## src/rtl/l2_pkg.sv

```systemverilog
// package defaults set every struct width; a top-level num_sets must match 1 << set_bits
package l2_pkg;

    localparam int word_w         = 32;
    localparam int words_per_line = 4;
    localparam int num_ways       = 4;                      // PLRU tree assumes four
    localparam int set_bits       = 4;
    localparam int num_sets       = 1 << set_bits;
    localparam int addr_w         = 16;                     // word address
    localparam int offset_bits    = $clog2(words_per_line);
    localparam int tag_bits       = addr_w - set_bits - offset_bits;
    localparam int line_w         = word_w * words_per_line;
    localparam int line_addr_w    = addr_w - offset_bits;

    typedef logic [word_w-1:0] word_t;
    typedef logic [line_w-1:0] line_t;
    typedef logic [1:0]        way_t;

    typedef struct packed {
        logic                valid;
        logic [tag_bits-1:0] tag;
    } tag_entry_t;

    typedef struct packed {
        logic  dirty;
        line_t line;
    } data_entry_t;

    typedef struct packed {
        logic [addr_w-1:0] addr;
        logic              write;
        word_t             wdata;
    } l2_req_t;

    typedef struct packed {
        word_t data;
        logic  src;                                         // 0 instruction, 1 data
        logic  write;
    } l2_rsp_t;

    typedef struct packed {
        logic [line_addr_w-1:0] line_addr;
        logic                   write;
        line_t                  data;
    } mem_req_t;

    typedef struct packed {
        line_t data;
    } mem_rsp_t;

    typedef enum logic [2:0] {
        idle,
        lookup,
        write_back,
        refill,
        respond
    } ctrl_state_t;

endpackage

```

## src/rtl/l2_way_array.sv

```systemverilog
// stored entries are unknown after reset until the controller's clear sweep has written them
module l2_way_array #(
    parameter type entry_t  = logic,
    parameter int  num_sets = l2_pkg::num_sets
) (
    input  logic                        clk,
    input  logic                        reset,
    input  logic                        rd_en,
    input  logic [$clog2(num_sets)-1:0] rd_set,
    output entry_t                      rd_entries [l2_pkg::num_ways],
    input  logic                        wr_en,
    input  logic [$clog2(num_sets)-1:0] wr_set,
    input  l2_pkg::way_t                wr_way,
    input  entry_t                      wr_entry
);
    import l2_pkg::*;

    entry_t store [num_sets][num_ways];

    // one way per write
    always_ff @(posedge clk) begin
        if (wr_en) begin
            store[wr_set][wr_way] <= wr_entry;
        end
    end

    // all ways of a set come out together, held until the next read
    always_ff @(posedge clk) begin
        if (reset) begin
            for (int w = 0; w < num_ways; w++) begin
                rd_entries[w] <= '0;
            end
        end else if (rd_en) begin
            for (int w = 0; w < num_ways; w++) begin
                rd_entries[w] <= store[rd_set][w];
            end
        end
    end

    // controller must not read a set in the same cycle as it writes it
    assert property (@(posedge clk) disable iff (reset)
        rd_en && wr_en |-> rd_set != wr_set);

endmodule

```

## config.mk

```make
export PLATFORM = sky130hd
export DESIGN_NAME = l2_way_array
export DESIGN_NICKNAME = d
export VERILOG_FILES = /design/src/rtl/l2_pkg.sv /design/src/rtl/l2_way_array.sv
export SDC_FILE = /design/constraint.sdc
export NUM_CORES = 1
export LEC_CHECK = 0
export ABC_AREA = 1
export BUFFER_PORTS_ARGS = -buffer_cell sky130_fd_sc_hd__buf_2
export CAP_MARGIN = 20
export CORE_MARGIN = 10
export CORE_UTILIZATION = 54
export CTS_CLUSTER_SIZE = 28
export DETAILED_ROUTE_END_ITERATION = 8
export PLACE_DENSITY = 0.85
export SKIP_CTS_REPAIR_TIMING = 1
export SYNTH_ARGS = -nofsm -noshare
export SYNTH_HDL_FRONTEND = slang
export SYNTH_SLANG_ARGS = --single-unit
```

## constraint.sdc

```tcl
create_clock -name clk -period 1.3 [get_ports clk]
set_clock_uncertainty 0.2 [all_clocks]
set_input_delay 0.26 -clock clk [delete_from_list [all_inputs] [get_ports clk]]
set_output_delay 0.26 -clock clk [all_outputs]
set_load 0.02 [all_outputs]
```

Word-level counts from Yosys, hierarchy flattened:

Memory sizes are Yosys's and may differ from the RTL's. A register that Yosys moved wholly into a read port is not among the register bits.
Cells that the tools add are included.

* memories: 1
* logic and storage cells: 9
* bits in writable memories: 64
* input port bits: 15
* output and inout port bits: 4
* register bits: 0

* reductions and logical operators: 1
* muxes and demuxes: 4
* bitwise operators: 1
* order comparisons: 2

Memory list
* store: depth 16, width 4, rd ports 1, clocked after Yosys merged registers in 1, write ports 1, line l2_way_array.sv:18 `entry_t store [num_sets][num_ways];`

Operator list (count)
* 4-bit two-way mux: 1
* 3-bit >= comparator (second input constant): 1
* 3-bit by 1-bit less-than comparator with 1-bit output (second input constant): 1
* 2-bit inverter with 3-bit output: 1
* 1-bit demux with 2-bit select: 1
* 1-bit two-way mux: 2
* 1-bit logical AND: 1

Longest topological paths before layout:

* depth in word-level cells: 6
* gate-level depth with buffers: 11
* gate-level depth less buffers: 9

Worst setup path before layout:

OpenSTA, ideal clock, no wires.

* path kind: input port to flip-flop
* from: input port wr_way[0]
* to: memory store[11][3] in the netlist's numbering, enable pin
* data required time: 0.801 ns
* stages: 4
* buffers on the path: 1
* data arrival time: 0.784 ns
* setup time: 0.299 ns
* path slack: 0.017 ns
* cells stage by stage: inv_1 nand3_1 buf_2 nor2_1

* longest elaborated chain between the ends: 6
* elaborated cells between the ends (all ways): 7
* classes of those cells: order compare: 2; mux: 3; bitwise: 1; reduce/logical: 1

RTL lines
* start, declared: line l2_way_array.sv:13 `input l2_pkg::way_t wr_way,`
* 2-bit inverter with 3-bit output (implied by the code) *: line l2_way_array.sv:23 `store[wr_set][wr_way] <= wr_entry;`
* 3-bit >= comparator (implied by the code) or 3-bit by 1-bit less-than comparator with 1-bit output (tied branches): line l2_way_array.sv:23
* 1-bit logical AND (implied by the code): line l2_way_array.sv:23
* 1-bit two-way mux (implied by the code): line l2_way_array.sv:23
* 1-bit demux with 2-bit select *: line l2_way_array.sv:23
* 4-bit two-way mux (implied by the code) *: line l2_way_array.sv:23
* end, declared: line l2_way_array.sv:18

Mark *: on every way between the ends. The rest lies on a longest branch, timed or not.

==> summary.md <==
| Metric | Value |
|---|---|
| Crit path DAT | ~1.3 ns |
| Power Total | 0.004212 W |
| Net Sw Power | 0.0009870 W |
| Initial antenna violation count | 0 |
| DRC viols | 0 |
| CTS clk-pin slew, worst paths | 0.07 ns |
| Rel. slew slack | 37.57% |
| IO Pins | 19 |
| GRT overflow | 0 |
| CTS Root Cell | clkbuf_8 |
| Synth Register Bits | ~70 |
| Met3 Use GR | 2.845% |
| PortBufs | 18 |
| Core outline area | 0.005851 mm² |
| Worst hold margin | 0.01851 ns |
| Slew Limit Fails | 0 |
| Total Neg Setup Slack | 0 ns |
| Syn Inst Count | 336 |
| Fin cells | 443 |
| DRT iter0 DRCs | about 230 |
| Int Pwr | around 0.0032 W |
| Leak pwr | between 1 and 1.5 nW |
| Netlist cell types | 15 |
| Num CTS Buffers | 9 |
| Final Hold Fails | 0 |
| Ranking of synthesized cells by area | edfxtp_1, nand2_1, nor2_1, nand3_1, buf_6 |
| CTS sink count | 68 |
| Power Density | ~1200 mW/mm² |
| Syn_area_per_cell | between 9 and 10 µm² |
| Final WL | 6940 µm |
| Final Cell Area | ~0.0036 mm² |
| WL per Instance | 15.67 µm |
| Filler cells | 454 |
| DR pass1 iterations | 5 |
| Area delta synth->final | 12.29% |
| Global route hottest layer | met2 |
| Sw frac | 23.43% |
| # H-tree levels | 3 |
| Crit path capture type | register |
| Min-Delay Path Class | in -> reg |
| Setup violations, final | 0 |
| Clk_lat worst skew | about 0.33 ns |
| Die height | 97.18 µm |
| Placer Congestion | 0.9396 |
| Combinational share of power | about a tenth |
| Maximum vdd drop | around 0.0011 V |
| GRT Total Usage | between 10 and 15% |
| Minimum clock period | ~1.3 ns |
| Global-route wire length before repair | 11260 µm |
| Placed cell area | around 0.0034 mm² |
| Mapped Area | roughly 0.0032 mm² |
| Synthesized net count | roughly 350 |
| Seq pwr share | roughly 58% |
| Ant diodes | 0 |
| Detailed placer's ending HPWL | roughly 4800 µm |
| Synth area leader | edfxtp_1 |
| Antenna-violating nets left | 0 |
| Initial Util | a little over half |
| Fin crit share | approximately 99% |
| GRT met2 Usage | 23.92% |
| Unrepaired setup endpoints after global routing | yes |
| Critical Path Fanout Max | 1 |
| Die width | around 97 µm |
| Worst setup SP type | register |
| CTS tree | built |
| Met1 usage | 17.37% |
| CTS Buffer Depth | 2 |
| Setup CP Type | reg -> reg |
| Vias per cell | around 5.5 |
| Vias | between 2000 and 2500 |
| Max Clock Freq | 774.6 MHz |
| Nets | 379 |
| Top-area cell type share of the netlist area | between 50% and 60% |
| Largest net degree at the start of global routing | 65 |
| Clock power frac | 32.5% |
| Vias in the first global route | about 2400 |
| Reg2reg setup slack | around 0.009 ns |
| Actual slew at the worst max-slew pin | 0.9364 ns |
| Placed Cells incl. Taps | between 400 and 500 |
| # Max-Cap Violations | 0 |
| Fraction of layout cells with a size suffix above 1 | 17.93% |
| YS warnings | 0 |
| Register area share after synthesis | between 60% and 70% |
| Status | complete, no violations |
| Die ar. | approximately 0.0094 mm² |
| Rows | 28 |
| Critical path required time | 1.33 ns |
==> area by class of cell <==
type / instances / area (µm²) / area share, %
sequential: 68 / 2003 / 55.46
timing repair buffer: 33 / 277.8 / 7.690
tap: 75 / 93.84 / 2.598
multi-input combinational: 236 / 1018 / 28.20
inverter: 16 / 70.07 / 1.940
clock buffer: 11 / 131.4 / 3.637
clock inverter: 4 / 17.52 / 0.4849
==> state kept, by name, summed over array words and instances (netlist names) <==
name / count
store: 64
rd_entries: 4
==> per-layer routing <==
layer | part of all wire, % | vias to the layer above | routed length (µm)
met2 | 49 | 113 | 3379
met3 | 7.0 | 20 | 485
met1 | 41 | 1146 | 2844
met5 | 0 | - | 0
met4 | 3.3 | 0 | 231
li1 | - | 1159 | -
==> stage by stage <==
step                      utilization, %  worst slack (ns)
after floorplan                        -           0.01700
after global placement             58.45           -0.1704
after detailed placement           58.45           -0.2017
after CTS                          60.99          -0.01833
after global routing               61.74          -0.03629
final                              61.74          0.008984
==> cell usage after synthesis, drive strengths merged <==
cell type and count:
inv 16, dfxtp 4, clkbuf 1, edfxtp 64
nand3 56, buf 15, nor2 78, nand2 102
==> final timing paths <==
path / cells after the start / from / endpoint
setup / recovery: 8 / store[8][1] / rd_entries[1]
hold / removal: 4 / reset / rd_entries[2]
setup reg to reg: 8 / store[8][1] / rd_entries[1]
hold reg to reg: 4 / rd_entries[2] / rd_entries[2]
==> power groups by stage <==
| stage | logic [W] | clock network [W] | registers (W) |
|---|---|---|---|
| floorplan | 0.000243 | 0 | 0.00248 |
| global placement | 0.000386 | 0 | 0.00247 |
| detailed placement | 0.000393 | 0 | 0.00247 |
| CTS | 0.000395 | 0.00139 | 0.00243 |
| global route | 0.000457 | 0.00147 | 0.00243 |
| finish | 0.000413 | 0.00137 | 0.00243 |
==> logic make-up (layout without fill, tap and decap cells) <==
group                  count (synthesis)  in the layout  synth area share (%)
AND/OR/NAND/NOR                      236            236                 31.12
buffers and inverters                 32             64                 6.651
flip-flops                            68             68                 62.23
==> placed cells by master, fill, tap and decap left out, types with 3 or more instances in the layout <==
| cell type | n |
|---|---|
| buf_12 | 4 |
| buf_2 | 14 |
| buf_4 | 11 |
| buf_6 | 4 |
| clkbuf_8 | 9 |
| dfxtp_1 | 3 |
| edfxtp_1 | 64 |
| inv_1 | 13 |
| nand2_1 | 91 |
| nand2_2 | 11 |
| nand3_1 | 49 |
| nand3_2 | 7 |
| nor2_1 | 78 |
==> critical path, cell delays in order (launching register included) <==
cell and delay [ns]:
edfxtp_1 0.38, nand2_2 0.08, nand3_1 0.11, nand3_2 0.13, nand2_1 0.06, nand2_1 0.05
nand3_1 0.08, nand2_1 0.07, inv_1 0.03
(Power assumes the default switching activity.)
