$ cat src/rtl/l2_pkg.sv
// package defaults set every struct width; a top-level num_sets must match 1 << set_bits
package l2_pkg;

    localparam int word_w         = 32;
    localparam int words_per_line = 4;
    localparam int num_ways       = 4;                      // PLRU tree assumes four
    localparam int set_bits       = 4;
    localparam int num_sets       = 1 << set_bits;
    localparam int addr_w         = 16;                     // word address
    localparam int offset_bits    = $clog2(words_per_line);
    localparam int tag_bits       = addr_w - set_bits - offset_bits;
    localparam int line_w         = word_w * words_per_line;
    localparam int line_addr_w    = addr_w - offset_bits;

    typedef logic [word_w-1:0] word_t;
    typedef logic [line_w-1:0] line_t;
    typedef logic [1:0]        way_t;

    typedef struct packed {
        logic                valid;
        logic [tag_bits-1:0] tag;
    } tag_entry_t;

    typedef struct packed {
        logic  dirty;
        line_t line;
    } data_entry_t;

    typedef struct packed {
        logic [addr_w-1:0] addr;
        logic              write;
        word_t             wdata;
    } l2_req_t;

    typedef struct packed {
        word_t data;
        logic  src;                                         // 0 instruction, 1 data
        logic  write;
    } l2_rsp_t;

    typedef struct packed {
        logic [line_addr_w-1:0] line_addr;
        logic                   write;
        line_t                  data;
    } mem_req_t;

    typedef struct packed {
        line_t data;
    } mem_rsp_t;

    typedef enum logic [2:0] {
        idle,
        lookup,
        write_back,
        refill,
        respond
    } ctrl_state_t;

endpackage

$ cat src/rtl/l2_req_arbiter.sv
// one request held at a time; dc_ready stays low while ic_valid is high
module l2_req_arbiter (
    input  logic            clk,
    input  logic            reset,
    input  l2_pkg::l2_req_t ic_req,
    input  logic            ic_valid,
    output logic            ic_ready,
    input  l2_pkg::l2_req_t dc_req,
    input  logic            dc_valid,
    output logic            dc_ready,
    output l2_pkg::l2_req_t held_req,
    output logic            held_src,
    output logic            req_pending,
    input  logic            done,
    input  logic            en
);
    logic ic_fire;
    logic dc_fire;

    assign ic_ready = en && !req_pending;
    assign dc_ready = en && !req_pending && !ic_valid;     // instruction side first
    assign ic_fire  = ic_valid && ic_ready;
    assign dc_fire  = dc_valid && dc_ready;

    always_ff @(posedge clk) begin
        if (reset) begin
            req_pending <= 1'b0;
        end else if (done) begin
            req_pending <= 1'b0;                            // response taken
        end else if (ic_fire || dc_fire) begin
            req_pending <= 1'b1;
        end
    end

    always_ff @(posedge clk) begin
        if (ic_fire) begin
            held_req <= ic_req;
            held_src <= 1'b0;
        end else if (dc_fire) begin
            held_req <= dc_req;
            held_src <= 1'b1;
        end
    end

endmodule

$ cat config.mk
export PLATFORM = sky130hd
export DESIGN_NAME = l2_req_arbiter
export DESIGN_NICKNAME = d
export VERILOG_FILES = /design/src/rtl/l2_pkg.sv /design/src/rtl/l2_req_arbiter.sv
export SDC_FILE = /design/constraint.sdc
export NUM_CORES = 1
export LEC_CHECK = 0
export BUFFER_PORTS_ARGS = -buffer_cell sky130_fd_sc_hd__buf_2
export CAP_MARGIN = 20
export CORE_MARGIN = 2
export CORE_UTILIZATION = 40
export CTS_CLUSTER_SIZE = 12
export DETAILED_ROUTE_END_ITERATION = 6
export GPL_TIMING_DRIVEN = 0
export PLACE_DENSITY = 0.76
export REMOVE_ABC_BUFFERS = 1
export SYNTH_ARGS = -nofsm -noshare
export SYNTH_HDL_FRONTEND = slang
export SYNTH_SLANG_ARGS = --single-unit
$ cat constraint.sdc
create_clock -name clk -period 4.3 [get_ports clk]
set_input_delay 0.215 -clock clk [delete_from_list [all_inputs] [get_ports clk]]
set_output_delay 0.215 -clock clk [all_outputs]
set_load 0.005 [all_outputs]
== Word level (Yosys, flattened, before mapping) ==
Index checks and enable logic that the tools add are counted.

* Bits in registers: 51
* Input port bits: 104
* Output and inout port bits: 53
* Word-level logic and storage cells: 16

* Muxes and demuxes: 2
* Reduce and logical (&&, ||, !) cells: 9

{| class="wikitable"
|+ Operators by type and width
! cell !! number
|-
| two-way mux 49 bit || 2
|-
| logical AND 1 bit || 4
|-
| logical NOT 1 bit || 2
|-
| nonzero test 2 bit || 1
|-
| OR reduction 2 bit || 1
|-
| logical OR 1 bit || 1
|}

== Logic depth before layout (Yosys ltp) ==
* Depth after elaboration: 6
* Gate-level depth with buffers: 3
* Gate-level depth less buffers: 2

== Worst setup path after synthesis ==
No wires, ideal clock.

* Path type: reg2reg
* Start: reg req_pending
* End: reg held_req[0] in the netlist's numbering, enable pin
* Library setup time: 0.457 ns
* Arrival time: 2.579 ns
* Data required time: 3.843 ns
* Path slack: 1.264 ns
* Cell stages (with the launch flop): 3
* Path buffers: 0
* Clock period less this slack: 3.036 ns
* Cell sequence: dfxtp_1 > nand2b_1 > nor2_1

* Longest elaborated chain between the ends: 5
* Elaborated cells between the ends (all ways): 6
* Those cells by class: 6 x reduce/logical

{| class="wikitable"
|+ Ends and longest elaborated chain
! element !! line !! source
|-
| start, declared || l2_req_arbiter.sv:13 || <nowiki>output logic req_pending,</nowiki>
|-
| start signal, assigned || l2_req_arbiter.sv:27 || <nowiki>req_pending <= 1'b0;</nowiki>
|-
| start signal, assigned || l2_req_arbiter.sv:29 || <nowiki>req_pending <= 1'b0;</nowiki>
|-
| start signal, assigned || l2_req_arbiter.sv:31 || <nowiki>req_pending <= 1'b1;</nowiki>
|-
| logical NOT 1 bit (*) || l2_req_arbiter.sv:20, l2_req_arbiter.sv:21 ||
|-
| logical AND 1 bit (*) || l2_req_arbiter.sv:20, l2_req_arbiter.sv:21 ||
|-
| logical AND 1 bit || l2_req_arbiter.sv:21 || <nowiki>assign dc_ready = en && !req_pending && !ic_valid;</nowiki>
|-
| logical AND 1 bit || l2_req_arbiter.sv:23 || <nowiki>assign dc_fire = dc_valid && dc_ready;</nowiki>
|-
| nonzero test 2 bit (no source line) (*) || - ||
|-
| end signal, assigned || l2_req_arbiter.sv:37 || <nowiki>held_req <= ic_req;</nowiki>
|-
| end signal, assigned || l2_req_arbiter.sv:40 || <nowiki>held_req <= dc_req;</nowiki>
|-
| end, declared || l2_req_arbiter.sv:11 || <nowiki>output l2_pkg::l2_req_t held_req,</nowiki>
|}

Mark *: on every way between the ends. The rest lies on a longest branch, timed or not.
A chain may end at the register's enable or synchronous reset.

== Worst setup path in the final report ==
* Start: reg req_pending
* End: reg held_req[6] in the netlist's numbering (data pin)

* Longest elaborated chain between the ends: 4

{| class="wikitable"
|+ Ends and longest elaborated chain
! element !! line !! source
|-
| logical NOT 1 bit || l2_req_arbiter.sv:20 || <nowiki>assign ic_ready = en && !req_pending;</nowiki>
|-
| logical AND 1 bit || l2_req_arbiter.sv:20 ||
|-
| logical AND 1 bit || l2_req_arbiter.sv:22 || <nowiki>assign ic_fire = ic_valid && ic_ready;</nowiki>
|-
| two-way mux 49 bit || l2_req_arbiter.sv:36 || <nowiki>if (ic_fire) begin</nowiki>
|}

No other way between the ends.

==> impl_results.md <==
- Status: completed
- Vias in the first global route: roughly 1600
- Hold Path Class: primary input to register
- Fillers: around 430
- H-tree depth: 2
- CP max FO: 50
- Synth top cells by count: edfxtp_1, mux2_2, mux2_1
- DRT antenna net count: 0
- Ys Warns: 0
- Worst Hold Launch: reset
- Worst Setup Start Kind: register
- Internal Pwr Total: 0.9122 mW
- First-pass GRT wire length: around 7.7 mm
- Worst r2r src: req_pending
- Sequential area share after synthesis: between 60% and 70%
- P&R area growth vs syn: 44.82%
- Seq pwr share: 52.5%
- Post-synthesis xor/xnor area fraction: 0%
- Most common cell in the netlist: edfxtp_1
- Placed Area: approximately 3000 um2
- Io pins: 157
- Fraction of registers with async set/reset: 0%
- Switching share of power: around a fifth
- Post-synth top area cell: edfxtp_1
- Mapped Cells: about 120
- Worst-skew pair later-pin latency: around 0.30 ns
- TritonCTS Buffers: 5
- Proportion of synthesized area in mux cells: around 25%
- DRT Pass-1 Iters: 4
- DR iter-0 viols: 25
- Die height: about 78 um
- Post-synth EDFFs: 49
- RSZ-0062 raised after global routing: false
- Logic pwr share: 13.8%
- Area contributors post-synth: edfxtp_1, mux2_2, mux2_1
- Distinct cell type count after synthesis: 14
- Synth Area in Adders: 0%
- DP Wirelength: between 3 and 4 mm
- Number of diodes: 0
- Pwr dens: around 360 nW/um2
- Synth Area in Compound Gates: less than 1%
- Clock Pin Slew Worst Setup and Hold Paths: about 0.09 ns
- Final GP Congestion: 0.7404
- Final net count: 379
- Initial Utilization: between 40% and 50%
- Yosys top cell area share: 67.32%
- Via Count: between 1500 and 2000
- Initial antenna violation count: 0
- Critical path endpoint category: register
- # DRC: 0
- Final instance area: approximately 3200 um2
- CTS tree: yes
- Leak: between 1 and 1.5 nW
- Slew margin rel.: between 50 and 60%
- Achievable Freq: 569.2 MHz
- Finished Layout Cells: around 350
- Width of the die: 77.93 um
- Min Tclk post-route: about 1.8 ns
- Commonest register cell after synthesis: edfxtp_1
- Setup Crit Path Kind: register to register
- Post-CTS Resized: 0
- Hold Vio Cnt, Final: 0
- Synth Area in Simple Gates: under 10%
- Mapped Avg Cell Area: 18.84 um2
- Psw: 0.2201 mW
- Via density: between 4 and 5
- DR WL/cell: about 14 um
- Dpl cells: 338
- Postcts setup bufs: 0
- Largest net degree at the start of global routing: roughly 50
- Core Area: between 5000 and 6000 um2
- CP required: ~4.4 ns
- Die area: ~6100 um2
- Routed Wire Length: 4.944 mm
- Clock Skew: 0.01027 ns
- Setup TNS: 0 ns
- Largest family of logic cells by synthesized area: multiplexers
- Clock sink count: slightly above 50
- Share of cells above drive strength 1: ~76%
- Cell Area, Synth: about 2200 um2
- CTS max path bufs: 2
- Final Util: a little over 60%
- Number of cell rows: 26
- Clock share of power: around 34%
- Worst-margin pin slew: a little under 0.7 ns
- Slew Viols, Final: 0
- Maximum Capacitance Violations: 0
- IO Port Bufs: about 160
- GRT overflow: 0
- Fin crit share: 40.86%
- Final setup viols: 0
- WP data arrival: between 1.5 and 2 ns
- Hold Buf Count CTS: 0
- Overall routing resource usage: between 15 and 20%
- Root buf cell: clkbuf_8
- Synth Register Bits: 51
- Worst Setup SP: req_pending
- Peak VDD IR: about 0.00019 V
-- flip-flops by register name, summed over array words and instances, names as in the netlist --
register	count
held_src	1
held_req	49
req_pending	1
-- critical path, stage by stage, from the launching register on --
cell      delay, ns
dfxtp_1        0.35
nand3b_4       0.61
mux2_1         0.53
-- power groups by stage --
stage	registers, mW	logic, mW	clock network (mW)
floorplan	0.614	0.0592	0
global placement	0.608	0.152	0
detailed placement	0.606	0.159	0
CTS	0.595	0.160	0.394
global route	0.599	0.173	0.409
finish	0.595	0.157	0.381
-- layout make-up --
class,instances,area (um2),area share [%]
Sequential cell,51,1511,47.75
Timing Repair Buffer,157,800.8,25.30
Multi-Input combinational cell,58,625.6,19.76
Tap cell,70,87.58,2.767
Clock buffer,6,72.57,2.292
Clock inverter,2,60.06,1.897
Inverter,2,7.507,0.2372
-- kinds of logic (layout without fill, tap and decap cells) --
family / Yosys count / in the layout
AO/OA/AOI/OAI: 3 / 3
buffers and inverters: 7 / 167
flip-flops: 51 / 51
multiplexers: 49 / 49
AND/OR/NAND/NOR: 6 / 6
-- cell usage in the layout, fill, tap and decap left out, drive strengths merged --
cell / count
nand2b: 1
nand3b: 1
edfxtp: 49
clkbuf: 6
o21ai: 1
a211oi: 1
o21a: 1
dfxtp: 2
bufinv: 2
nor2: 3
inv: 2
buf: 157
and3b: 1
mux2: 49
-- final timing paths --
check	to	slack, ns	depth (start not counted)
worst max register to register	held_req[6]	2.54	2
worst max-delay path	held_req[6]	2.54	2
worst min-delay path	req_pending	0.06	2
worst min register to register	held_src	0.48	1
-- per-layer routing --
metal	global-route usage (%)	wire [um]	up-vias	part of all wire (%)
met3	7.907	567	6	11
met5	0	0	-	0
met4	5.439	56	0	1.1
met1	16.35	1698	731	34
met2	30.52	2621	84	53
li1	-	-	765	-
-- stage by stage --
stage          total power [mW]  hold WS, ns  worst slack, ns
2_1_floorplan            0.6735       0.2878            1.264
3_3_place_gp             0.7600       0.3786           0.4293
3_5_place_dp             0.7654       0.3807            2.549
4_1_cts                   1.149      0.05274            2.527
5_1_grt                   1.181      0.06944            2.425
6_report                  1.132      0.06358            2.543
No activity file was read; power rests on OpenSTA's default activity.
