<file path="src/rtl/l2_pkg.sv">
// package defaults set every struct width; a top-level num_sets must match 1 << set_bits
package l2_pkg;

    localparam int word_w         = 32;
    localparam int words_per_line = 4;
    localparam int num_ways       = 4;                      // PLRU tree assumes four
    localparam int set_bits       = 4;
    localparam int num_sets       = 1 << set_bits;
    localparam int addr_w         = 16;                     // word address
    localparam int offset_bits    = $clog2(words_per_line);
    localparam int tag_bits       = addr_w - set_bits - offset_bits;
    localparam int line_w         = word_w * words_per_line;
    localparam int line_addr_w    = addr_w - offset_bits;

    typedef logic [word_w-1:0] word_t;
    typedef logic [line_w-1:0] line_t;
    typedef logic [1:0]        way_t;

    typedef struct packed {
        logic                valid;
        logic [tag_bits-1:0] tag;
    } tag_entry_t;

    typedef struct packed {
        logic  dirty;
        line_t line;
    } data_entry_t;

    typedef struct packed {
        logic [addr_w-1:0] addr;
        logic              write;
        word_t             wdata;
    } l2_req_t;

    typedef struct packed {
        word_t data;
        logic  src;                                         // 0 instruction, 1 data
        logic  write;
    } l2_rsp_t;

    typedef struct packed {
        logic [line_addr_w-1:0] line_addr;
        logic                   write;
        line_t                  data;
    } mem_req_t;

    typedef struct packed {
        line_t data;
    } mem_rsp_t;

    typedef enum logic [2:0] {
        idle,
        lookup,
        write_back,
        refill,
        respond
    } ctrl_state_t;

endpackage

</file>
<file path="src/rtl/l2_way_select.sv">
// PLRU state is indexed by touch_set, which must carry the looked-up set during lookup too
module l2_way_select #(
    parameter int num_sets = l2_pkg::num_sets
) (
    input  logic                        clk,
    input  logic                        reset,
    input  l2_pkg::tag_entry_t          tags [l2_pkg::num_ways],
    input  logic [l2_pkg::tag_bits-1:0] look_tag,
    output logic                        hit,
    output l2_pkg::way_t                hit_way,
    output l2_pkg::way_t                victim_way,
    output logic [l2_pkg::tag_bits-1:0] victim_tag,
    input  logic                        touch_en,
    input  logic [$clog2(num_sets)-1:0] touch_set,
    input  l2_pkg::way_t                touch_way
);
    import l2_pkg::*;

    logic [num_ways-1:0] match;
    logic [2:0]          plru [num_sets];   // [0] root, [1] ways 0/1, [2] ways 2/3
    logic [2:0]          tree;
    logic                all_valid;

    ////////////////////////////////////////
    // tag compare

    always_comb begin
        hit     = 1'b0;
        hit_way = '0;
        for (int w = num_ways - 1; w >= 0; w--) begin     // downward, lowest way wins
            match[w] = tags[w].valid && tags[w].tag == look_tag;
            if (match[w]) begin
                hit     = 1'b1;
                hit_way = way_t'(w);
            end
        end
    end

    ////////////////////////////////////////
    // victim choice

    assign tree = plru[touch_set];

    always_comb begin
        all_valid  = 1'b1;
        victim_way = '0;
        for (int w = num_ways - 1; w >= 0; w--) begin
            if (!tags[w].valid) begin
                all_valid  = 1'b0;
                victim_way = way_t'(w);
            end
        end
        if (all_valid) begin
            victim_way = tree[0] ? {1'b1, tree[2]} : {1'b0, tree[1]};   // bit low = go low
        end
    end

    assign victim_tag = tags[victim_way].tag;

    // bits on the path point away from the touched way
    always_ff @(posedge clk) begin
        if (reset) begin
            for (int s = 0; s < num_sets; s++) begin
                plru[s] <= '0;
            end
        end else if (touch_en) begin
            plru[touch_set][0] <= ~touch_way[1];
            if (touch_way[1]) begin
                plru[touch_set][2] <= ~touch_way[0];
            end else begin
                plru[touch_set][1] <= ~touch_way[0];
            end
        end
    end

    // refill only on a miss, so a tag never lives in two ways of a set
    assert property (@(posedge clk) disable iff (reset) $onehot0(match));

endmodule

</file>
<file path="config.mk">
export PLATFORM = sky130hd
export DESIGN_NAME = l2_way_select
export DESIGN_NICKNAME = d
export VERILOG_FILES = /design/src/rtl/l2_pkg.sv /design/src/rtl/l2_way_select.sv
export SDC_FILE = /design/constraint.sdc
export NUM_CORES = 1
export LEC_CHECK = 0
export BUFFER_PORTS_ARGS = -buffer_cell sky130_fd_sc_hd__clkbuf_2
export CAP_MARGIN = 20
export CORE_UTILIZATION = 29
export CTS_CLUSTER_DIAMETER = 50
export DETAILED_ROUTE_END_ITERATION = 12
export PLACE_DENSITY = 0.58
export SETUP_SLACK_MARGIN = 0.5
export SYNTH_ARGS = -nofsm -noshare
export SYNTH_HDL_FRONTEND = slang
export SYNTH_SLANG_ARGS = --single-unit
export TNS_END_PERCENT = 50
</file>
<file path="constraint.sdc">
create_clock -name clk -period 4 [get_ports clk]
set_input_delay 0.8 -clock clk [delete_from_list [all_inputs] [get_ports clk]]
set_output_delay 0.8 -clock clk [all_outputs]
set_load 0.005 [all_outputs]
</file>
== After elaboration in Yosys (flattened, before gate mapping) ==
Memories as Yosys holds them, arrays and structs flattened.
Cells that the tools add are included.
Word-level totals
  logic and storage cells: 51
  memories kept: 1
  flip-flop bits (word level): 0
  bits in writable memories: 48
  output and inout port bits: 15
Cells by class
  equal/unequal tests: 4
  bitwise gates (word level): 3
  mux-type cells: 37
  order comparisons: 1
  reductions and logical operators: 5
Memory list
  plru: words 16, bits a word 3, rd ports 1, clocked after Yosys merged registers in 0, write ports 16, line l2_way_select.sv:20  | logic [2:0] plru [num_sets];
Operators with widths (count)
  $eq 10x10->1: 4
  $bmux 11 s2: 1
  $mux 1: 21
  $mux 10: 2
  $mux 2: 10
  $mux 3: 2
  $logic_and 1x1->1: 4
  $mux 4: 1
  $ge 3x3->1 const B: 1
  $not 2->3: 1
  $reduce_or 3->1: 1
  $not 1->1: 2

== Longest topological paths before layout ==
  depth in word-level cells: 9
  depth in mapped cells: 9
  mapped depth without buffers: 6

== Worst setup path before layout ==
Ideal clock, no wire load.
  kind: input-to-output
  from: in touch_set[2]
  to: out victim_tag[0] in the netlist's numbering
  cell stages on the path: 8
  required time: 3.200 ns
  arrival time: 2.733 ns
  path slack: 0.467 ns
  buffers on the path: 2
  path through: buf_6 mux4_2 mux4_2 o211ai_2 inv_2 or2_1 buf_6 o221a_1
Between the ends
  cells in the longest elaborated chain, start to end: 7
RTL lines
  start, declared: line l2_way_select.sv:14  | input logic [$clog2(num_sets)-1:0] touch_set,
  $mem_v2 16x3
  $mux 2: line l2_way_select.sv:54  | victim_way = tree[0] ? {1'b1, tree[2]} : {1'b0, tree[1]};
  $mux 2: line l2_way_select.sv:53  | if (all_valid) begin
  named net victim_way[1]: line l2_way_select.sv:11  | output l2_pkg::way_t victim_way,
  $not 2->3 (implied by the code): line l2_way_select.sv:58  | assign victim_tag = tags[victim_way].tag;
  $bmux 11 s2: line l2_way_select.sv:58
  $mux 10 (implied by the code) (2 in series): line l2_way_select.sv:58
  end, declared: line l2_way_select.sv:12  | output logic [l2_pkg::tag_bits-1:0] victim_tag,
The timed path passes the listed nets, and every way through them passes these cells. The select of a mux whose other input is x is not followed.

== Final worst setup path ==
  from: in touch_set[2]
  to: out victim_tag[6] in the netlist's numbering
Between the ends
  cells in the longest elaborated chain, start to end: 7
RTL lines (line)
  $mem_v2 16x3
  $mux 2: l2_way_select.sv:54
  $mux 2: l2_way_select.sv:53
  $not 2->3 (implied by the code): l2_way_select.sv:58
  $bmux 11 s2: l2_way_select.sv:58
  $mux 10 (implied by the code) (2 in series): l2_way_select.sv:58
Every way passes these cells. The select of a mux whose other input is x is not followed.

==> results.toml <==
[synthesis]
ys_ff_latch = 48
ys.warnings.count = 0
synthDominantCellAreaShare_pct = 42.6
yosysTopAreaCell = "edfxtp_1"
netlist_instances = 330
syn_avg_cell_area_um2 = 10.3
synth_area_leaders = "edfxtp_1 43%, xnor2_1 10%, mux4_2 8.7%, a31o_2 4.1%, nor2_1 4.1%"
ys_seq_area_share_pct = 42.6
syn_nets = 393
yosys.cell_types.count = 34
netlist_area_mm2 = 0.00338

[global_routing]
grt_use_total_pct = 14.6
grt_busiest_layer = "met2"
met3_usage_pct = 2.70
grt_pass1_vias = 2641
grt-ovfl-total = 0
grt_pass1_wl_um = 13200
grt_max_degree = 49
met2_usage_pct = 26.7
met1_usage_pct = 17.5
antenna_found_initial = 0

[clock_tree]
cts_hold_buf = 0
clock_sinks = 48
clock-root-buffer = "clkbuf_16"
cts_buffers = 5
cts_tree = "yes"
clockBufferDepth = 2
clk_pin_slew_ns = 0.06
h-tree-depth = 2

[floorplan]
start_util_pct = 29.8
dieArea_mm2 = 0.0121
coreArea_mm2 = 0.0114
die_h_um = 110
die_w_um = 110
pin_count = 78
rows = 39

[sta]
fin_crit_sh_pct = 93.1
clock.fmax_ghz = 0.268
slew_viol_final = 0
rsz0062_at_grt = "yes"
timing.setup.tns_ns = 0
worst_slack_ns = 0.275
hold_violations = 0
final-setup-viol-count = 0
layout_min_cycle_time_ns = 3.73
worstMarginPinSlew_ns = 0.616
max_slew_margin_pct = 58.9

[routing]
viasPerCell = 5.08
via_count = 2720
drcViolationCount = 0
dr.first_iter.drc_count = 246
wirelength_um = 8720
wl_per_cell_um = 16.3
antenna_left = 0
first_pass_iters = 4

[placement]
place_congestion = 0.824
dp.cells = 523
portBuffers = 77
hpwl_um = 6430
dp_slack_ns = 0.0201

[finish]
post_route_cells_drive_above_1_share_pct = 37.5
top_register = "plru"
regArea_mm2 = 0.00144
syn_to_final_growth_pct = 21.2
reg_top3 = "plru (48)"
antennaDiodeCount = 0
multi_input_comb_area_mm2 = 0.00182
nets = 454
fillers = 1147
largest_register_ffs = 48
final_cells = 535

[flow_run]
cap_violations = 0

[worst_setup_path]
cp.arrival_ns = 2.93
worst-path-max-fanout = 8
worst-endpoint-required_ns = 3.20
crit_type = "in2out"
crit_path_start_kind = "input port"
critPathCaptureType = "output pin"

[power_and_ir_drop]
ir_worst_vdd_mv = 0.188
power_density_mw_per_mm2 = 310
p_leak_uw = 0.00155

[worst_hold_path]
min_path_type = "in2reg"

[run_status]
outcome = "finished clean"
[worst paths after layout]
path	start	endpoint	slack, ns	depth (start not counted)
setup / recovery	touch_set[2]	victim_tag[6]	0.27	10
hold / removal	touch_way[0]	plru[11][1]$_SDFFCE_PN0P_	1.12	2
[synthesized netlist by cell type]
| master | number |
|---|---|
| a21o_1 | 2 |
| a21oi_1 | 1 |
| a22o_1 | 2 |
| a22oi_1 | 2 |
| a31o_2 | 16 |
| a31oi_1 | 1 |
| and2_1 | 1 |
| and3_1 | 1 |
| buf_1 | 4 |
| buf_2 | 2 |
| buf_4 | 1 |
| buf_6 | 2 |
| clkbuf_1 | 26 |
| clkbuf_2 | 1 |
| edfxtp_1 | 48 |
| inv_1 | 1 |
| inv_2 | 1 |
| mux2i_1 | 10 |
| mux4_2 | 13 |
| nand2_1 | 32 |
| nand2b_1 | 18 |
| nand3_1 | 5 |
| nand4_1 | 8 |
| nor2_1 | 37 |
| nor2b_1 | 4 |
| nor3_1 | 20 |
| nor3b_1 | 1 |
| o211ai_2 | 1 |
| o21ai_1 | 1 |
| o221a_1 | 10 |
| or2_1 | 1 |
| or2_2 | 16 |
| or3_1 | 1 |
| xnor2_1 | 40 |
[logic make-up (layout without fill, tap and decap cells)]
| logic type | Yosys count | after routing | share of synthesized area, % |
|---|---|---|---|
| compound gates | 36 | 36 | 9.73 |
| mux | 23 | 23 | 11.6 |
| xor+xnor | 40 | 40 | 10.4 |
| flops | 48 | 48 | 42.6 |
| simple gates | 145 | 146 | 20.8 |
| buf+inv | 38 | 99 | 4.88 |
[area by class of cell]
type / count / area share (%)
multi-input cells: 245 / 44.3
flip-flops and latches: 48 / 35.1
repair buffers: 89 / 12.6
clock inverters: 2 / 0.275
inverters: 2 / 0.183
clock buffers: 6 / 3.14
well taps: 143 / 4.36
[cells in the final DEF (no fill, tap or decap), types with 2 or more instances in the layout]
master / n
or2_2: 16
nand2_1: 32
nand3_1: 5
a22oi_1: 2
buf_6: 3
a22o_1: 2
nand2b_1: 18
mux4_2: 13
buf_4: 8
nand4_1: 8
mux2i_1: 10
nor3_1: 20
nor2b_1: 4
or2_4: 2
clkbuf_2: 75
o221a_1: 10
edfxtp_1: 48
a31o_2: 16
clkbuf_16: 6
nor2_1: 37
xnor2_1: 40
[per-layer routing]
metal  share of wire [%]  wire length, um
met5                   0                0
met4                 1.1               94
met3                 6.3              547
met2                  49             4300
met1                  43             3780
[stage by stage]
step | power, uW | hold slack (ns) | util (%) | instance area [um2]
after floorplan | 772 | 1.17 | - | 3390
after global placement | 861 | 1.41 | 33.9 | 3860
after detailed placement | 865 | 1.42 | 33.9 | 3860
after CTS | 1280 | 1.13 | 36.0 | 4100
after global routing | 1330 | 1.15 | 36.1 | 4100
final | 1270 | 1.12 | 36.1 | 4100
[report_power, final]
part | internal, uW | switching, uW
Clock | 230 | 171
Combinational | 141 | 140
Sequential | 580 | 10.4
[critical path, cell delays in order]
cell       delay [ns]
clkbuf_16        0.12
mux4_2           0.48
mux4_2           0.54
o211ai_4         0.25
buf_6            0.14
buf_8            0.12
mux2i_1          0.18
nand2_1          0.06
o221a_1          0.11
clkbuf_2         0.11
[timing repair]
action / CTS / global route
setup buffers: 2 / 0
setup endpoints to repair: 11 / 11
cloned: 2 / 0
pin swaps: 3 / 3
gates resized for setup: 16 / 1
Note: power is estimated with default switching activity, not from simulation.
