<file path="src/rtl/l2_pkg.sv">
// package defaults set every struct width; a top-level num_sets must match 1 << set_bits
package l2_pkg;

    localparam int word_w         = 32;
    localparam int words_per_line = 4;
    localparam int num_ways       = 4;                      // PLRU tree assumes four
    localparam int set_bits       = 4;
    localparam int num_sets       = 1 << set_bits;
    localparam int addr_w         = 16;                     // word address
    localparam int offset_bits    = $clog2(words_per_line);
    localparam int tag_bits       = addr_w - set_bits - offset_bits;
    localparam int line_w         = word_w * words_per_line;
    localparam int line_addr_w    = addr_w - offset_bits;

    typedef logic [word_w-1:0] word_t;
    typedef logic [line_w-1:0] line_t;
    typedef logic [1:0]        way_t;

    typedef struct packed {
        logic                valid;
        logic [tag_bits-1:0] tag;
    } tag_entry_t;

    typedef struct packed {
        logic  dirty;
        line_t line;
    } data_entry_t;

    typedef struct packed {
        logic [addr_w-1:0] addr;
        logic              write;
        word_t             wdata;
    } l2_req_t;

    typedef struct packed {
        word_t data;
        logic  src;                                         // 0 instruction, 1 data
        logic  write;
    } l2_rsp_t;

    typedef struct packed {
        logic [line_addr_w-1:0] line_addr;
        logic                   write;
        line_t                  data;
    } mem_req_t;

    typedef struct packed {
        line_t data;
    } mem_rsp_t;

    typedef enum logic [2:0] {
        idle,
        lookup,
        write_back,
        refill,
        respond
    } ctrl_state_t;

endpackage

</file>
<file path="src/rtl/l2_ctrl_fsm.sv">
// one request at a time; write-back and refill each move a whole line in a single beat
module l2_ctrl_fsm #(
    parameter int num_sets       = l2_pkg::num_sets,
    parameter int words_per_line = l2_pkg::words_per_line
) (
    input  logic                        clk,
    input  logic                        reset,
    input  l2_pkg::l2_req_t             held_req,
    input  logic                        held_src,
    input  logic                        req_pending,
    output logic                        done,
    output logic                        en,
    output logic                        rd_en,
    output logic [$clog2(num_sets)-1:0] rd_set,
    output logic [$clog2(num_sets)-1:0] wr_set,
    output l2_pkg::way_t                wr_way,
    output logic                        tag_wr_en,
    output l2_pkg::tag_entry_t          tag_wr_entry,
    output logic                        data_wr_en,
    output l2_pkg::data_entry_t         data_wr_entry,
    input  l2_pkg::data_entry_t         data_rd [l2_pkg::num_ways],
    output logic [l2_pkg::tag_bits-1:0] look_tag,
    input  logic                        hit,
    input  l2_pkg::way_t                hit_way,
    input  l2_pkg::way_t                victim_way,
    input  logic [l2_pkg::tag_bits-1:0] victim_tag,
    output logic                        touch_en,
    output logic [$clog2(num_sets)-1:0] touch_set,
    output l2_pkg::way_t                touch_way,
    output l2_pkg::l2_rsp_t             rsp,
    output logic                        rsp_valid,
    input  logic                        rsp_ready,
    output l2_pkg::mem_req_t            mem_req,
    output logic                        mem_req_valid,
    input  logic                        mem_req_ready,
    input  l2_pkg::mem_rsp_t            mem_rsp,
    input  logic                        mem_rsp_valid,
    output logic                        mem_rsp_ready
);
    import l2_pkg::*;

    localparam int idx_w = $clog2(num_sets);

    ctrl_state_t            state;
    logic                   clearing;       // post-reset sweep
    logic [idx_w+1:0]       clr_cnt;        // {set, way}
    logic                   merge_q;        // write hit, merge cycle next
    way_t                   way_q;
    logic [idx_w-1:0]       index;
    logic [offset_bits-1:0] offset;
    logic                   mem_rsp_fire;
    line_t                  base_line;
    line_t                  new_line;

    function automatic word_t pick_word(line_t line, logic [offset_bits-1:0] off);
        return line[off*word_w +: word_w];
    endfunction

    function automatic line_t put_word(line_t line, logic [offset_bits-1:0] off, word_t wd);
        line_t merged;
        merged = line;
        for (int w = 0; w < words_per_line; w++) begin
            if (int'(off) == w) begin
                merged[w*word_w +: word_w] = wd;
            end
        end
        return merged;
    endfunction

    assign index    = held_req.addr[offset_bits +: idx_w];
    assign offset   = held_req.addr[offset_bits-1:0];
    assign look_tag = held_req.addr[addr_w-1 -: tag_bits];

    assign en            = !clearing;
    assign done          = rsp_valid && rsp_ready;
    assign mem_rsp_ready = (state == write_back || state == refill) && !mem_req_valid;
    assign mem_rsp_fire  = mem_rsp_valid && mem_rsp_ready;

    assign rd_en     = state == idle && req_pending;
    assign rd_set    = index;
    assign touch_en  = done;                        // every access, once
    assign touch_set = index;
    assign touch_way = way_q;

    // hit line in lookup, memory line in refill; write word merged over either
    assign base_line = (state == lookup) ? data_rd[hit_way].line : mem_rsp.data;
    assign new_line  = held_req.write ? put_word(base_line, offset, held_req.wdata) : base_line;

    ////////////////////////////////////////
    // array writes

    always_comb begin
        tag_wr_en     = clearing || (state == refill && mem_rsp_fire);
        data_wr_en    = tag_wr_en || (state == lookup && merge_q);
        wr_set        = clearing ? clr_cnt[idx_w+1:2] : index;
        wr_way        = clearing ? clr_cnt[1:0] : way_q;
        tag_wr_entry  = '{valid: !clearing, tag: look_tag};
        data_wr_entry = '{dirty: held_req.write && !clearing, line: new_line};
    end

    ////////////////////////////////////////
    // state and handshakes

    always_ff @(posedge clk) begin
        if (reset) begin
            state         <= idle;
            clearing      <= 1'b1;
            clr_cnt       <= '0;
            merge_q       <= 1'b0;
            rsp_valid     <= 1'b0;
            mem_req_valid <= 1'b0;
        end else begin
            if (clearing) begin
                clr_cnt  <= clr_cnt + 1'b1;
                clearing <= clr_cnt != '1;
            end
            if (mem_req_valid && mem_req_ready) begin
                mem_req_valid <= 1'b0;
            end
            case (state)
                idle: begin
                    if (rd_en) begin
                        state <= lookup;
                    end
                end
                lookup: begin
                    if (hit && held_req.write && !merge_q) begin
                        merge_q <= 1'b1;            // stay one more cycle to merge
                    end else if (hit) begin
                        merge_q   <= 1'b0;
                        rsp_valid <= 1'b1;
                        state     <= respond;
                    end else begin
                        mem_req_valid <= 1'b1;      // dirty lines are always valid
                        state <= data_rd[victim_way].dirty ? write_back : refill;
                    end
                end
                write_back: begin
                    if (mem_rsp_fire) begin
                        mem_req_valid <= 1'b1;      // now fetch the missed line
                        state         <= refill;
                    end
                end
                refill: begin
                    if (mem_rsp_fire) begin
                        rsp_valid <= 1'b1;
                        state     <= respond;
                    end
                end
                respond: begin
                    if (done) begin
                        rsp_valid <= 1'b0;
                        state     <= idle;
                    end
                end
                default: state <= idle;
            endcase
        end
    end

    always_ff @(posedge clk) begin
        if (state == lookup) begin
            way_q         <= hit ? hit_way : victim_way;
            mem_req.write <= data_rd[victim_way].dirty;
            mem_req.data  <= data_rd[victim_way].line;
            mem_req.line_addr <= data_rd[victim_way].dirty ? {victim_tag, index}
                                                           : held_req.addr[addr_w-1:offset_bits];
        end
        if (state == write_back && mem_rsp_fire) begin
            mem_req.line_addr <= held_req.addr[addr_w-1:offset_bits];
            mem_req.write     <= 1'b0;
        end
        if (!rsp_valid) begin                       // frozen while waiting on rsp_ready
            rsp <= '{data: pick_word(new_line, offset), src: held_src, write: held_req.write};
        end
    end

    // memory request stays up and unchanged until memory takes it
    assert property (@(posedge clk) disable iff (reset)
        mem_req_valid && !mem_req_ready |=> mem_req_valid && $stable(mem_req));

endmodule

</file>
<file path="config.mk">
export PLATFORM = sky130hd
export DESIGN_NAME = l2_ctrl_fsm
export DESIGN_NICKNAME = d
export VERILOG_FILES = /design/src/rtl/l2_pkg.sv /design/src/rtl/l2_ctrl_fsm.sv
export SDC_FILE = /design/constraint.sdc
export NUM_CORES = 1
export LEC_CHECK = 0
export BUFFER_PORTS_ARGS = -buffer_cell sky130_fd_sc_hd__buf_2
export CAP_MARGIN = 20
export CORE_AREA = 2 2 420 422
export DETAILED_ROUTE_END_ITERATION = 16
export DIE_AREA = 0 0 422 424
export HOLD_SLACK_MARGIN = 0.12
export SETUP_SLACK_MARGIN = 0.05
export SYNTH_ARGS = -nofsm -noshare
export SYNTH_HDL_FRONTEND = slang
export SYNTH_SLANG_ARGS = --single-unit
</file>
<file path="constraint.sdc">
create_clock -name clk -period 3.6 [get_ports clk]
set_clock_uncertainty 0.2 [all_clocks]
set_input_delay 0.72 -clock clk [delete_from_list [all_inputs] [get_ports clk]]
set_output_delay 0.72 -clock clk [all_outputs]
set_load 0.01 [all_outputs]
</file>
* Word level (Yosys, flattened, before mapping)
Cells that the tools add are included.
** Word-level totals
- Logic and storage cells :: 97
- Output and inout port bits :: 352
- Register bits after elaboration :: 192
- Bits of input ports :: 715
** Operators by class
- Bitwise operators :: 2
- Reduce and logical (&&, ||, !) cells :: 25
- Mux-type cells :: 39
- $add $sub $neg :: 1
- Shift-type cells :: 1
- Equality and inequality tests :: 14
- Magnitude comparators :: 2
** Operators with widths (count)
- $bmux W129 S2 :: 2
- $mux W128 :: 4
- $mux W129 :: 2
- $mux W143 :: 1
- $mux W32 :: 4
- $shiftx A128 B8 Y32 :: 1
- $mux W3 :: 6
- $mux W15 :: 1
- $pmux W3 S5 :: 1
- $mux W14 :: 1
- $mux W1 :: 12
- $ne A2 B2 Y1 const B :: 6
- $logic_and A1 B1 Y1 :: 11
- $reduce_and A5 Y1 :: 2
- $add A6 B1 Y6 const B :: 1
- $eq A3 B2 Y1 const B :: 2
- $ge A3 B3 Y1 const B :: 2
- $ne A6 B6 Y1 const B :: 1
- $not A2 Y3 :: 2
- $eq A2 B2 Y1 const B :: 2
- $mux W2 :: 2
- $mux W4 :: 1
- $reduce_bool A2 Y1 :: 2
- $eq A3 B1 Y1 const B :: 1
- other kinds (10) :: 14

* Longest topological paths before layout
- Depth after elaboration :: 8
- Depth in mapped cells :: 10
- Depth with buffers taken out :: 6

* Least setup slack after synthesis
No wires, ideal clock.
- Path type :: register to output
- From :: register state[2]
- To :: output data_wr_entry[127] in the netlist's numbering
- Cell stages (with the launch flop) :: 9
- Path buffers :: 4
- Arrival time :: 2.597 ns
- Setup slack :: 0.083 ns
- Cells stage by stage :: dfxtp_1 -> buf_6 -> or3b_1 -> buf_2 -> inv_2 -> buf_2 -> buf_4 -> nand2_1 -> a31oi_1
** RTL lines
- start: declaration :: line l2_ctrl_fsm.sv:44 : ctrl_state_t state;
- start signal: assignment :: line l2_ctrl_fsm.sv:106 : state <= idle;
- start signal: assignment :: line l2_ctrl_fsm.sv:123 : state <= lookup;
- start signal: assignment :: line l2_ctrl_fsm.sv:132 : state <= respond;
- end: declaration :: line l2_ctrl_fsm.sv:20 : output l2_pkg::data_entry_t data_wr_entry,

==> out/metrics.csv <==
stage,metric,value,unit
critical_path,"Largest stage delay, worst path",0.55,ns
critical_path,Worst setup EP type,output port,
route,drt drc,0,
sta,RSZ-0062 raised after global routing,true,
sta,fmax,284,MHz
synthesis,asr flop ratio synth,0,
synthesis,Post-synth EDFFs,178,
critical_path,Worst R2R Start,state[2],
critical_path,Buffers & Inverters on Critical Path,4,
critical_path,CP max FO,22,
finish,Filler cells,19800,
critical_path,Worst setup endpoint,data_wr_entry[81],
critical_path,"Arr. time, crit path",2.61,ns
finish,"Net count, final",3119,
critical_path,Crit-path slowest cell,mux4_2,
placement,DP Wirelength,152000,microns
critical_path,CP dominant cell by count,buf_12,
min_path,worst hold path type,in2reg,
finish,share of cells above drive strength 1,0.663,
global_route,GRT Total Usage,0.189,
sta,setup ws final,0.0731,ns
sta,Post-Route Setup TNS,0,ns
clock_network,Num CTS Buffers,17,
clock_network,Worst-path clk slew,0.08,ns
sta,fin crit period,3.53,ns
route,drt wl/cell,36.8,microns
sta,final slew viol count,0,
floorplanning,die width,422,microns
clock_network,CTS max path bufs,2,
synthesis,distinct cell type count after synthesis,43,
route,initial drt markers,1806,
critical_path,reg2reg setup slack,0.73,ns
sta,final hold violations,0,
clock_network,clk_lat worst skew,0.56,ns
route,antenna-violating nets left,0,
clock_network,CTS tree,built,
run_status,outcome,completed,
sta,relative slew slack,0.315,
global_route,first-pass GRT wire length,215000,microns
global_route,grt ovf,0,
finish,Area Growth Syn to Fin,65.7,%
floorplanning,std cell rows,154,
finish,Layout Utilization,0.152,
job,Max Cap Viol,0,
placement,placed cells,4704,
route,TritonRoute pass-1 iters,6,
synthesis,YS warnings,0,
synthesis,Syn Area/Cell,12.0,sq um
synthesis,"Cell Area, Synth",16000,sq um
floorplanning,core area,175000,sq um
route,drt total wl,176000,microns
global_route,largest net degree at the start of global routing,64,
route,DR vias/cell,3.98,
power,pwr dens,396,nW/um^2
floorplanning,IO Count,1067,
floorplanning,Die H,424,microns
clock_network,clock sink count,192,
synthesis,Yosys reg bits,192,
floorplanning,Initial Util,0.0915,
clock_network,Root Buffer,clkbuf_16,
finish,most frequent cells in the layout,"buf_2, mux4_2, nand2_1, edfxtp_1, nor2_1",
sta,final worst path period share,0.980,
sta,WHS,0.293,ns
global_route,initial antenna violation count,88,
critical_path,CP startpoint kind,primary input,
route,detailed-route via count,19000,
critical_path,Worst R2R End,rsp[15],
power,Lkg Pwr,10.8,nW
critical_path,Crit path max-delay family,buffers and inverters,
critical_path,critical path required time,2.68,ns
sta,worst slew pin tran,1.03,ns
sta,final setup fails,0,
synthesis,Post-Syn Nets,2050,
synthesis,Main synth FF type,edfxtp_1,
floorplanning,die area,179000,sq um
synthesis,sequential element share of the synthesized area,0.351,
placement,Final GP Congestion,1.01,
critical_path,Reg2Reg Depth,7,
finish,"commonest non-fill, non-tap cell in the layout",buf_2,
clock_network,H-tree levels,4,
critical_path,Setup CP Type,in2out,
critical_path,crit-path cells,"buf_12, buf_12, buf_4, mux4_2, nand2_2, a31oi_4, buf_2",
critical_path,worst setup path start,hit_way[0],
power,VDD IR max,0.433,mV
placement,IO buf count,1066,
finish,fin cells,4775,
critical_path,Critical Path Stages,7,
global_route,vias in the first global route,18300,
synthesis,Synth Instances,1334,
placement,Place WS,-0.400,ns
[state kept, by name, indices dropped and copies added (netlist names)]
register	count
rsp	34
merge_q	1
state	3
clr_cnt	6
clearing	1
mem_req_valid	1
touch_way	2
rsp_valid	1
mem_req	143
[cell usage after synthesis (7+ instances only)]
library cell / number / area (sq um)
a21oi_2: 10 / 87.6
buf_1: 10 / 37.5
nor2_1: 147 / 552
edfxtp_1: 178 / 5350
buf_2: 43 / 215
a211o_1: 30 / 263
nor2b_1: 7 / 43.8
and2_1: 31 / 194
inv_1: 7 / 26.3
nand2_1: 205 / 769
dfxtp_1: 14 / 280
a21oi_1: 122 / 611
mux4_2: 257 / 5790
a22o_1: 30 / 263
mux2i_1: 11 / 110
a31oi_1: 65 / 407
mux2_2: 8 / 90.1
clkbuf_1: 70 / 263
buf_4: 38 / 285
[worst register-to-register path: stages, from the launching register on]
cell and delay, ns:
dfxtp_4 0.35, or3b_4 0.41, buf_12 0.19, buf_12 0.26, a21oi_2 0.31, a21oi_1 0.17
a22o_1 0.43, a211o_1 0.31
[where the power goes]
part           internal [W]  switching (W)
registers           0.00287       0.000185
logic               0.00195        0.00329
clock network      0.000980        0.00123
[routing by layer]
layer	wire length [microns]	track usage
met1	68600	0.228
met2	83400	0.311
met3	18700	0.0776
met4	4560	0.0464
met5	434	0
[logic make-up after synthesis]
kind of cell    Yosys count  synth area share
flops                   192             0.351
compound gates          274             0.110
simple gates            414             0.107
buf+inv                 173            0.0547
mux                     276             0.374
xor+xnor                  4           0.00219
fa+ha+maj                 1          0.000781
[worst min path at each step]
stage / startpoint / to / slack, ns / cells after the start
3_5_place_dp: merge_q / merge_q / 0.28 / 2
5_1_grt: held_req[32] / rsp[0] / 0.25 / 1
3_3_place_gp: merge_q / merge_q / 0.27 / 2
4_1_cts: victim_tag[2] / mem_req[135] / 0.22 / 3
2_1_floorplan: merge_q / merge_q / 0.25 / 2
6_report: victim_tag[2] / mem_req[135] / 0.29 / 3
[what timing repair did]
item / 4_1_cts / 5_1_grt
hold endpoints to repair: 1 / 0
pin swaps: 9 / 2
gates resized for setup: 113 / 22
cloned: 4 / 1
endpoints found under the setup margin: 91 / 34
hold buffers: 1 / 0
setup buffers: 13 / 1
[through the flow]
step	area [sq um]	total power (W)
6_report	26500	0.0105
2_1_floorplan	16000	0.00489
5_1_grt	26500	0.0110
3_5_place_dp	25000	0.00806
3_3_place_gp	25000	0.00807
4_1_cts	26300	0.0107
[layout make-up]
| cell class | count | area [sq um] | share of cell area |
|---|---|---|---|
| Antenna cell | 19 | 47.5 | 0.00179 |
| Sequential cell | 192 | 5630 | 0.212 |
| Clock buffer | 18 | 429 | 0.0162 |
| Inverter | 8 | 47.5 | 0.00179 |
| Clock inverter | 14 | 150 | 0.00566 |
| Tap cell | 2340 | 2930 | 0.110 |
| Timing Repair inverter | 1 | 16.3 | 0.000613 |
| Multi-Input combinational cell | 969 | 10000 | 0.378 |
| Timing Repair Buffer | 1214 | 7250 | 0.273 |
(Power assumes the default switching activity.)
